## src/logic/sdram_settings.svh

```systemverilog
/*
 * Shared sizes for the ROM bank
 * Address widths of the bank port and both clients, plus the sample region base
 */

`ifndef SDRAM_SETTINGS_SVH
`define SDRAM_SETTINGS_SVH

// Word address on the bank port, one word is 32 bits
`define SDRAM_AW 21

// Main CPU program, halfword addressed
`define CPU_AW 20

// Sound samples, byte addressed
`define SND_AW 18

// Samples start 2 MB into the 8 MB bank
`define PCM_OFFSET 21'h08_0000

`endif

```

## src/logic/sdram_pkg.sv

```systemverilog
/*
 * ROM bank types
 * Read word views, slot miss request and bank port command
 */

`include "sdram_settings.svh"

package sdram_pkg;

    // One 32-bit read word, lane 0 sits at the lowest address
    typedef union packed {
        logic [1:0][15:0] half;  // CPU view
        logic [3:0][7:0]  bytes; // Sample view
    } sdram_word_u;

    // Miss request from a slot, already offset into the bank
    typedef struct packed {
        logic [`SDRAM_AW-1:0] addr;
    } bank_req_t;

    // Bank port command
    typedef struct packed {
        logic                 rd;   // Held until ack
        logic [`SDRAM_AW-1:0] addr;
    } bank_cmd_t;

endpackage

```

## src/logic/rom_slot.sv

```systemverilog
/*
 * Read-only client slot
 * Keeps the last fetched word, raises a request on a miss
 * and picks the client lane out of the cached word
 */

`timescale 1ns/1ps

`include "sdram_settings.svh"

module rom_slot #(
    parameter int                   DW     = 16,
    parameter int                   AW     = 20,
    parameter logic [`SDRAM_AW-1:0] OFFSET = '0
) (
    input  logic                     clk,
    input  logic                     rst,

    // Client side
    input  logic                     cs,
    input  logic [AW-1:0]            addr,
    output logic                     ok,
    output logic [DW-1:0]            dout,

    // Towards the arbiter
    output logic                     req_valid,
    output sdram_pkg::bank_req_t     req,
    input  logic                     req_ready,
    input  logic                     rdy,        // Only strobed for this slot
    input  sdram_pkg::sdram_word_u   data_read
);

    // Lane bits inside one 32-bit word
    localparam int LW = (DW == 16) ? 1 : 2;

    logic [`SDRAM_AW-1:0]   word_addr;
    logic [LW-1:0]          lane;

    logic                   cache_valid;
    logic [`SDRAM_AW-1:0]   cached_addr;
    sdram_pkg::sdram_word_u cached_data;

    logic                   pending;     // Request accepted, data not back yet
    logic                   hit;
    logic                   fill;
    logic                   match;
    logic                   launch;
    sdram_pkg::sdram_word_u src_word;
    logic [DW-1:0]          lane_data;

    logic                   ok_q;
    logic [AW-1:0]          ok_addr;
    logic [DW-1:0]          dout_q;

    assign word_addr = OFFSET + `SDRAM_AW'(addr[AW-1:LW]);
    assign lane      = addr[LW-1:0];

    assign hit    = cache_valid && (cached_addr == word_addr);
    assign fill   = rdy && pending && (req.addr == word_addr); // Data arriving now
    assign match  = hit || fill;
    assign launch = cs && !match && !req_valid && !pending;

    assign src_word = fill ? data_read : cached_data;

    generate
        if (DW == 16) begin : g_half
            assign lane_data = src_word.half[lane];
        end else begin : g_byte
            assign lane_data = src_word.bytes[lane];
        end
    endgenerate

    // Control state
    always_ff @(posedge clk or posedge rst) begin
        if (rst) begin
            req_valid   <= 1'b0;
            pending     <= 1'b0;
            cache_valid <= 1'b0;
            ok_q        <= 1'b0;
        end else begin
            ok_q <= cs && match;
            if (launch) begin
                req_valid <= 1'b1;
            end else if (req_valid && req_ready) begin
                req_valid <= 1'b0;
                pending   <= 1'b1;
            end
            if (rdy && pending) begin
                pending     <= 1'b0;
                cache_valid <= 1'b1;
            end
        end
    end

    // Cache contents and output data
    always_ff @(posedge clk) begin
        if (launch) begin
            req.addr <= word_addr;
        end
        if (rdy && pending) begin
            cached_addr <= req.addr;
            cached_data <= data_read;
        end
        ok_addr <= addr;
        dout_q  <= lane_data;
    end

    // ok drops as soon as the client moves to another address
    assign ok   = ok_q && cs && (ok_addr == addr);
    assign dout = dout_q;

    // A pending request holds until the arbiter takes it
    a_req_hold: assert property (
        @(posedge clk) disable iff (rst)
        req_valid && !req_ready |=> req_valid && $stable(req)
    );

endmodule

```

## src/logic/bank_arbiter.sv

```systemverilog
/*
 * Bank port arbiter for two slots
 * Alternates priority, keeps one read in flight, steers rdy to the
 * owning slot and registers the refresh enable from vertical blanking
 */

`timescale 1ns/1ps

module bank_arbiter (
    input  logic                 clk,
    input  logic                 rst,
    input  logic                 lvbl,

    // Slot requests
    input  logic                 valid0,
    input  logic                 valid1,
    input  sdram_pkg::bank_req_t req0,
    input  sdram_pkg::bank_req_t req1,
    output logic                 ready0,
    output logic                 ready1,
    output logic                 rdy0,
    output logic                 rdy1,

    // Bank port
    output sdram_pkg::bank_cmd_t cmd,
    input  logic                 ack,
    input  logic                 rdy,

    output logic                 refresh_en
);

    localparam logic [1:0] ST_IDLE     = 2'd0;
    localparam logic [1:0] ST_WAIT_ACK = 2'd1;
    localparam logic [1:0] ST_WAIT_RDY = 2'd2;

    logic [1:0]           state;
    logic                 owner;       // 1 when slot 1 owns the bank
    logic                 last;        // Slot served most recently
    logic                 sel1;
    logic                 take;
    logic                 rd_q;
    sdram_pkg::bank_req_t req_q;

    // Slot 1 wins when alone or when slot 0 went last
    assign sel1   = valid1 && (!valid0 || !last);
    assign ready0 = (state == ST_IDLE) && valid0 && !sel1;
    assign ready1 = (state == ST_IDLE) && sel1;
    assign take   = ready0 || ready1;

    always_ff @(posedge clk or posedge rst) begin
        if (rst) begin
            state <= ST_IDLE;
            owner <= 1'b0;
            last  <= 1'b1;   // Slot 0 first after reset
            rd_q  <= 1'b0;
        end else begin
            case (state)
                ST_IDLE: begin
                    if (take) begin
                        state <= ST_WAIT_ACK;
                        owner <= sel1;
                        last  <= sel1;
                        rd_q  <= 1'b1;
                    end
                end
                ST_WAIT_ACK: begin
                    if (ack) begin
                        state <= ST_WAIT_RDY;
                        rd_q  <= 1'b0;
                    end
                end
                ST_WAIT_RDY: begin
                    if (rdy) begin
                        state <= ST_IDLE;
                    end
                end
                default: begin
                    state <= ST_IDLE;
                    rd_q  <= 1'b0;
                end
            endcase
        end
    end

    // Address latched with the grant, stable until ack
    always_ff @(posedge clk) begin
        if (take) begin
            req_q <= sel1 ? req1 : req0;
        end
    end

    assign cmd = '{rd: rd_q, addr: req_q.addr};

    // Read strobe only goes to the slot that asked
    assign rdy0 = rdy && (state == ST_WAIT_RDY) && !owner;
    assign rdy1 = rdy && (state == ST_WAIT_RDY) && owner;

    // Refresh only during blanking
    always_ff @(posedge clk or posedge rst) begin
        if (rst) begin
            refresh_en <= 1'b0;
        end else begin
            refresh_en <= ~lvbl;
        end
    end

    a_one_grant: assert property (
        @(posedge clk) disable iff (rst)
        !(ready0 && ready1)
    );

    // No second read while the first one's data is still due
    a_no_rd_before_rdy: assert property (
        @(posedge clk) disable iff (rst)
        (state == ST_WAIT_RDY) |-> !cmd.rd
    );

endmodule

```

## src/logic/sdram_bank.sv

```systemverilog
/*
 * Read-only SDRAM bank with CPU program and sound sample slots
 * sharing one bank port through an arbiter
 */

`timescale 1ns/1ps

`include "sdram_settings.svh"

module sdram_bank (
    input  logic                 clk,
    input  logic                 rst,
    input  logic                 lvbl,

    // Main CPU program
    input  logic                 cpu_cs,
    input  logic [`CPU_AW-1:0]   cpu_addr,
    output logic                 cpu_ok,
    output logic [15:0]          cpu_data,

    // Sound samples
    input  logic                 snd_cs,
    input  logic [`SND_AW-1:0]   snd_addr,
    output logic                 snd_ok,
    output logic [7:0]           snd_data,

    // Bank port
    output sdram_pkg::bank_cmd_t bank,
    input  logic                 bank_ack,
    input  logic                 bank_rdy,
    input  logic [31:0]          data_read,
    output logic                 refresh_en
);

    logic                 cpu_valid;
    logic                 cpu_ready;
    logic                 cpu_rdy;
    sdram_pkg::bank_req_t cpu_req;

    logic                 snd_valid;
    logic                 snd_ready;
    logic                 snd_rdy;
    sdram_pkg::bank_req_t snd_req;

    rom_slot #(
        .DW        ( 16                  ),
        .AW        ( `CPU_AW             ),
        .OFFSET    ( {`SDRAM_AW{1'b0}}   )  // Code at the bank start
    ) u_cpu_slot (
        .clk       ( clk                 ),
        .rst       ( rst                 ),
        .cs        ( cpu_cs              ),
        .addr      ( cpu_addr            ),
        .ok        ( cpu_ok              ),
        .dout      ( cpu_data            ),
        .req_valid ( cpu_valid           ),
        .req       ( cpu_req             ),
        .req_ready ( cpu_ready           ),
        .rdy       ( cpu_rdy             ),
        .data_read ( data_read           )
    );

    rom_slot #(
        .DW        ( 8                   ),
        .AW        ( `SND_AW             ),
        .OFFSET    ( `PCM_OFFSET         )
    ) u_snd_slot (
        .clk       ( clk                 ),
        .rst       ( rst                 ),
        .cs        ( snd_cs              ),
        .addr      ( snd_addr            ),
        .ok        ( snd_ok              ),
        .dout      ( snd_data            ),
        .req_valid ( snd_valid           ),
        .req       ( snd_req             ),
        .req_ready ( snd_ready           ),
        .rdy       ( snd_rdy             ),
        .data_read ( data_read           )
    );

    bank_arbiter u_arbiter (
        .clk        ( clk                ),
        .rst        ( rst                ),
        .lvbl       ( lvbl               ),
        .valid0     ( cpu_valid          ),
        .valid1     ( snd_valid          ),
        .req0       ( cpu_req            ),
        .req1       ( snd_req            ),
        .ready0     ( cpu_ready          ),
        .ready1     ( snd_ready          ),
        .rdy0       ( cpu_rdy            ),
        .rdy1       ( snd_rdy            ),
        .cmd        ( bank               ),
        .ack        ( bank_ack           ),
        .rdy        ( bank_rdy           ),
        .refresh_en ( refresh_en         )
    );

endmodule

```

## config.mk

```make
export PLATFORM = sky130hd
export DESIGN_NAME = sdram_bank
export DESIGN_NICKNAME = d
export VERILOG_FILES = /design/src/logic/sdram_pkg.sv /design/src/logic/rom_slot.sv /design/src/logic/bank_arbiter.sv /design/src/logic/sdram_bank.sv
export VERILOG_INCLUDE_DIRS = /design/src /design/src/logic
export SDC_FILE = /design/constraint.sdc
export NUM_CORES = 1
export LEC_CHECK = 0
export BUFFER_PORTS_ARGS = -buffer_cell sky130_fd_sc_hd__clkbuf_2
export CAP_MARGIN = 10
export CORE_MARGIN = 2
export CORE_UTILIZATION = 45
export DETAILED_ROUTE_END_ITERATION = 16
export PLACE_DENSITY = 0.63
export SLEW_MARGIN = 20
export SYNTH_ARGS = -nofsm -noshare
export SYNTH_HDL_FRONTEND = slang
export SYNTH_HIERARCHICAL = 1
export SYNTH_SLANG_ARGS = --single-unit
```

## constraint.sdc

```tcl
create_clock -name clk -period 11.2 [get_ports clk]
set_clock_uncertainty 0.05 [all_clocks]
set_input_delay 2.8 -clock clk [delete_from_list [all_inputs] [get_ports clk]]
set_output_delay 2.8 -clock clk [all_outputs]
set_load 0.02 [all_outputs]
```

### Yosys cells after proc, flatten, opt, wreduce, memory -nomap -nowiden

Index checks and enable logic that the tools add are counted.

* bits in registers: 241
* bits of input ports: 77
* output and inout port bits: 49
* logic and storage cells: 117

* add/subtract/negate cells: 1
* order comparisons: 2
* equal/unequal tests: 13
* muxes and demuxes: 24
* bitwise logic cells: 2
* reduce and logical (&&, ||, !) cells: 50

Operator list (number)
* 32-bit 2-to-1 mux: 2
* 21-bit == test: 2
* 19-bit == test: 2
* 16-bit 2-to-1 mux: 2
* 1-bit logical AND: 27
* 20-bit by 16-bit adder with 21-bit output, first input constant: 1
* 20-bit == test: 1
* 19-bit 2-to-1 mux: 1
* 18-bit == test: 1
* 8-bit binary-select mux with 2-bit select: 1
* 1-bit 2-to-1 mux: 12
* 1-bit zero test: 9
* 8-bit 2-to-1 mux: 1
* 2-bit != test, second input constant: 4
* 2-bit nonzero test: 4
* 2-bit 2-to-1 mux: 3
* 2-bit case mux with 3 select lines: 1
* 2-bit AND reduction: 3
* 3-bit AND reduction: 2
* 1-bit logical OR: 4
* 2-bit by 3-bit < comparator with 1-bit output, second input constant: 1
* 1-bit case mux with 3 select lines: 1
* 2-bit by 1-bit == test with 1-bit output, second input constant: 1
* 2-bit == test, second input constant: 1
* other kinds (4): 5

### Longest topological paths before layout

* depth after elaboration: 12
* mapped depth: 11
* mapped depth without buffers: 7

### By module

Netlist, hierarchy kept.

Modules (own cells, without submodules)
* rom_slot at u_snd_slot: times used 1, cells each 338, area each 4237.8 um^2, seq. area each 2542.4 um^2
* rom_slot at u_cpu_slot: times used 1, cells each 222, area each 4082.7 um^2, seq. area each 2922.8 um^2
* bank_arbiter: times used 1, cells each 74, area each 1207.4 um^2, seq. area each 782.0 um^2

### Least setup slack after synthesis

No wires, ideal clock.

* path kind: in2out
* start: input cpu_addr[0]
* end: output cpu_ok
* arrival: 4492 ps
* required time: 8350 ps
* slack: 3858 ps
* stages: 5
* path buffers: 2
* cell sequence: clkbuf_1 -> buf_1 -> xnor2_1 -> nand4_1 -> nor4_1

* cells in the longest elaborated chain, start to end: 2

Ends and longest elaborated chain
* start, declared: line sdram_bank.sv:17 `` input logic [`CPU_AW-1:0] cpu_addr, ``
* 20-bit == test: line rom_slot.sv:109 `assign ok = ok_q && cs && (ok_addr == addr);`
* 1-bit logical AND: line rom_slot.sv:109
* end, declared: line sdram_bank.sv:18 `output logic cpu_ok,`

Every way passes these cells.

### Worst setup path after layout

* start: input snd_addr[0]
* end: output snd_ok

* cells in the longest elaborated chain, start to end: 2

Ends and longest elaborated chain
* start, declared: line sdram_bank.sv:23 `` input logic [`SND_AW-1:0] snd_addr, ``
* 18-bit == test: line rom_slot.sv:109
* 1-bit logical AND: line rom_slot.sv:109
* end, declared: line sdram_bank.sv:24 `output logic snd_ok,`

Every way passes these cells.

==> metrics <==
run status complete, no violations; Commonest cells post-synth sky130_fd_sc_hd__edfxtp_1, sky130_fd_sc_hd__dfxtp_1, sky130_fd_sc_hd__xnor2_1; Top Ports 126; total buffers and inverters traversed by the critical path 2; Final WS setup 3.78 ns; number of synthesized register bits between 200 and 250; most numerous cell in the Yosys netlist sky130_fd_sc_hd__edfxtp_1; length of the first detailed-routing pass in iterations 5; Worst VDD drop about 0.14 mV; average vias per placed instance 5.25; hold slack final between 0.4 and 0.5 ns; Die Y ~150 um; GPL Wtd Cong roughly 0.85; violation count after the first detailed-route iteration 448; leading register cell type out of synthesis sky130_fd_sc_hd__edfxtp_1; count of distinct cell types in the synthesized netlist 57; Crit Path Max Fanout 52; width of the die ~150 um; filler cell count in the final layout 1740; Die Area 22400 um^2; parity-gate share of the synthesized area counting xor and xnor cells 0.0938; element type at the critical path end output port; Routed WL slightly above 20000 um; number of warnings issued by yosys 6; total negative slack 0 ns; count of standard-cell rows 53; worst slack at placement 3.69 ns; vias in the first global route 5682; number of buffers added to fix hold violations after cts 0; DR vias 5561; Floorplan Core Area 20900 um^2; number of nets still failing antenna checks after routing 0; dominant combinational cell family by area after synthesis simple AND/OR/NAND/NOR gates; total number of nets in the final design 842; Synth area leaders sky130_fd_sc_hd__edfxtp_1, sky130_fd_sc_hd__dfxtp_1, sky130_fd_sc_hd__xnor2_1; max-slew violation count 0; WP data required ~8.4 ns; type of origin of the critical path input port; clock tree from TritonCTS yes; slowest cell on the critical path sky130_fd_sc_hd__clkbuf_2; sequential share of the synthesized area 0.656; worst skew pair latency between 0.5 and 0.6 ns; Initial Utilization 0.456; share of the cycle needed by the critical path after routing 0.663; FFs w/ async S/R, synth 0.0606; total setup violations reported at the end of the flow 0; synthesized-area fraction occupied by and/or/nand/nor cells 0.0949; critical path's largest stage delay ~0.45 ns; root buffer cell sky130_fd_sc_hd__clkbuf_16; crit path time final 7.42 ns; post-cts sizing count 0; post-synthesis cell area 9530 um^2; static power due to leakage 4.15 nW; type of the worst setup path in2out; layout cell share with drive strength beyond 1 0.254; Pwr per Cell Area 203 nW/um^2; buffers inserted during post-CTS setup optimization 0; Num CTS Buffers 25; post-detailed-placement half-perimeter wirelength ~14000 um; Post-synth EDFFs 155; post-detailed-route DRC marker count 0; Worst-path clk slew 0.06 ns; ant diodes 0; multiplexer share of the synthesized area 0.0700; All-Layer GR Usage 0.181; gate count of the mapped netlist 634; library cell occupying the most area in the post-synthesis netlist sky130_fd_sc_hd__edfxtp_1; Num Clock Sinks 231; area fraction in compound gates after synthesis 0.0555; classification of the worst-slack hold path reg2reg; pin count of the biggest net entering global routing 53; post-synthesis share of cell area spent on full adders, half adders and majority gates 0; proportion of netlist area held by the largest area contributor 0.489; H-tree level count 1; pin slew with the least headroom to its limit 0.935 ns; IO Port Bufs ~130; cell-by-cell listing of the critical path clkbuf_2, xnor2_1, nand4_1, nor4_1, nand3_1, nor4_1, clkbuf_2; first-pass GRT wire length 31700 um; worst-case headroom to the max-slew limit 0.375; max-cap viol count 0; hold violation count in the final report 0; remaining global-route overflow 0; arrival time worst endpoint 4.57 ns; Max clock buf depth 3; final routed wire length divided by cell count 19.3 um; RSZ-0062 raised after global routing false; initial antenna violation count 0; Worst path top cell family by delay simple AND/OR/NAND/NOR gates; Max Clk Rate approximately 0.13 GHz; synthesis-to-finish area growth 16.6%; synthesized area per cell 15.0 um^2
[cell families after synthesis]
| group | after synthesis |
|---|---|
| other | 3 |
| muxes | 38 |
| AOI/OAI and AO/OA | 71 |
| DFF | 231 |
| and+or+nand+nor | 144 |
| buffers and inverters | 45 |
| xor gates and xnor gates | 102 |
[worst reg2reg max path, delay by kind of cell (launching register included)]
kind	cells	cell delay, ns
AND/OR/NAND/NOR	4	1.21
AO/OA/AOI/OAI	3	0.94
flip-flops	1	0.47
buffers and inverters	1	0.33
[sequential cells by signal, summed over array words and instances (netlist names), 2 cells and up]
signal	cells
u_cpu_slot/cached_data	32
u_cpu_slot/req	19
u_snd_slot/ok_addr	18
u_arbiter/state	2
u_cpu_slot/dout	16
u_cpu_slot/cached_addr	19
u_cpu_slot/ok_addr	20
u_snd_slot/dout	8
u_snd_slot/cached_data	32
u_arbiter/req_q	21
u_snd_slot/cached_addr	16
u_snd_slot/req	16
[through the flow]
step	power [mW]	area, um^2	instances	util
finish	2.26	11100	1059	0.532
floorplan	1.38	9540	638	-
CTS	2.28	11100	1059	0.532
detailed placement	1.52	10400	1013	0.496
global route	2.35	11100	1059	0.532
global placement	1.51	10400	1013	0.496
[cell usage in the layout (no fill, tap or decap), types with 5 or more instances in the layout]
master                      count
sky130_fd_sc_hd__inv_1         11
sky130_fd_sc_hd__nand2b_1      20
sky130_fd_sc_hd__a2111oi_0      7
sky130_fd_sc_hd__mux2_2        17
sky130_fd_sc_hd__clkbuf_16     25
sky130_fd_sc_hd__edfxtp_1     155
sky130_fd_sc_hd__xnor2_1       55
sky130_fd_sc_hd__conb_1         7
sky130_fd_sc_hd__and3_1        24
sky130_fd_sc_hd__a2111oi_1      7
sky130_fd_sc_hd__buf_4          7
sky130_fd_sc_hd__nand3_1        9
sky130_fd_sc_hd__a31oi_1        8
sky130_fd_sc_hd__clkbuf_2     125
sky130_fd_sc_hd__mux4_1        16
sky130_fd_sc_hd__nor4_1        14
sky130_fd_sc_hd__xor2_1        47
sky130_fd_sc_hd__a21oi_1       16
sky130_fd_sc_hd__nor2_1         5
sky130_fd_sc_hd__o221ai_1       9
sky130_fd_sc_hd__o21ai_0       10
sky130_fd_sc_hd__dfrtp_1       13
sky130_fd_sc_hd__dfxtp_1       62
sky130_fd_sc_hd__nand4_1       14
sky130_fd_sc_hd__nor2b_1       35
sky130_fd_sc_hd__clkinv_1       6
[metal layers]
metal  up-vias  track usage  part of all wire  wire length, um
li1       2632            -                 -                -
met1      2762        0.269              0.48             9780
met2       141        0.287              0.47             9520
met3        26       0.0247             0.043              869
met4         0       0.0405             0.013              262
met5         -            0                 0                0
[power by group]
part	internal (mW)	switching (mW)	leakage (nW)
Sequential	1.06	0.0713	2.10
Combinational	0.149	0.222	1.68
Clock	0.431	0.326	0.371
[final timing paths]
check	start	to	slack [ns]	depth (start not counted)
worst max-delay path	snd_addr[0]	snd_ok	3.78	7
worst min-delay path	u_snd_slot/cache_valid	u_snd_slot/cache_valid	0.43	1
worst max register to register	u_arbiter/state[0]	u_snd_slot/dout[1]	8.10	8
worst min register to register	u_snd_slot/cache_valid	u_snd_slot/cache_valid	0.43	1
max in group asynchronous	rst	u_arbiter/last	8.66	2
min in group asynchronous	rst	u_cpu_slot/ok_q	2.15	2
[cell type report]
| cell class | instances | area (um^2) | area share |
|---|---|---|---|
| clock buffer | 32 | 682 | 0.0614 |
| clock inverter | 14 | 80.1 | 0.00721 |
| inverter | 13 | 48.8 | 0.00439 |
| multi-input combinational | 362 | 3030 | 0.273 |
| sequential | 231 | 6250 | 0.562 |
| tap | 275 | 344 | 0.0310 |
| timing repair buffer | 132 | 678 | 0.0610 |
(Power assumes the default switching activity.)
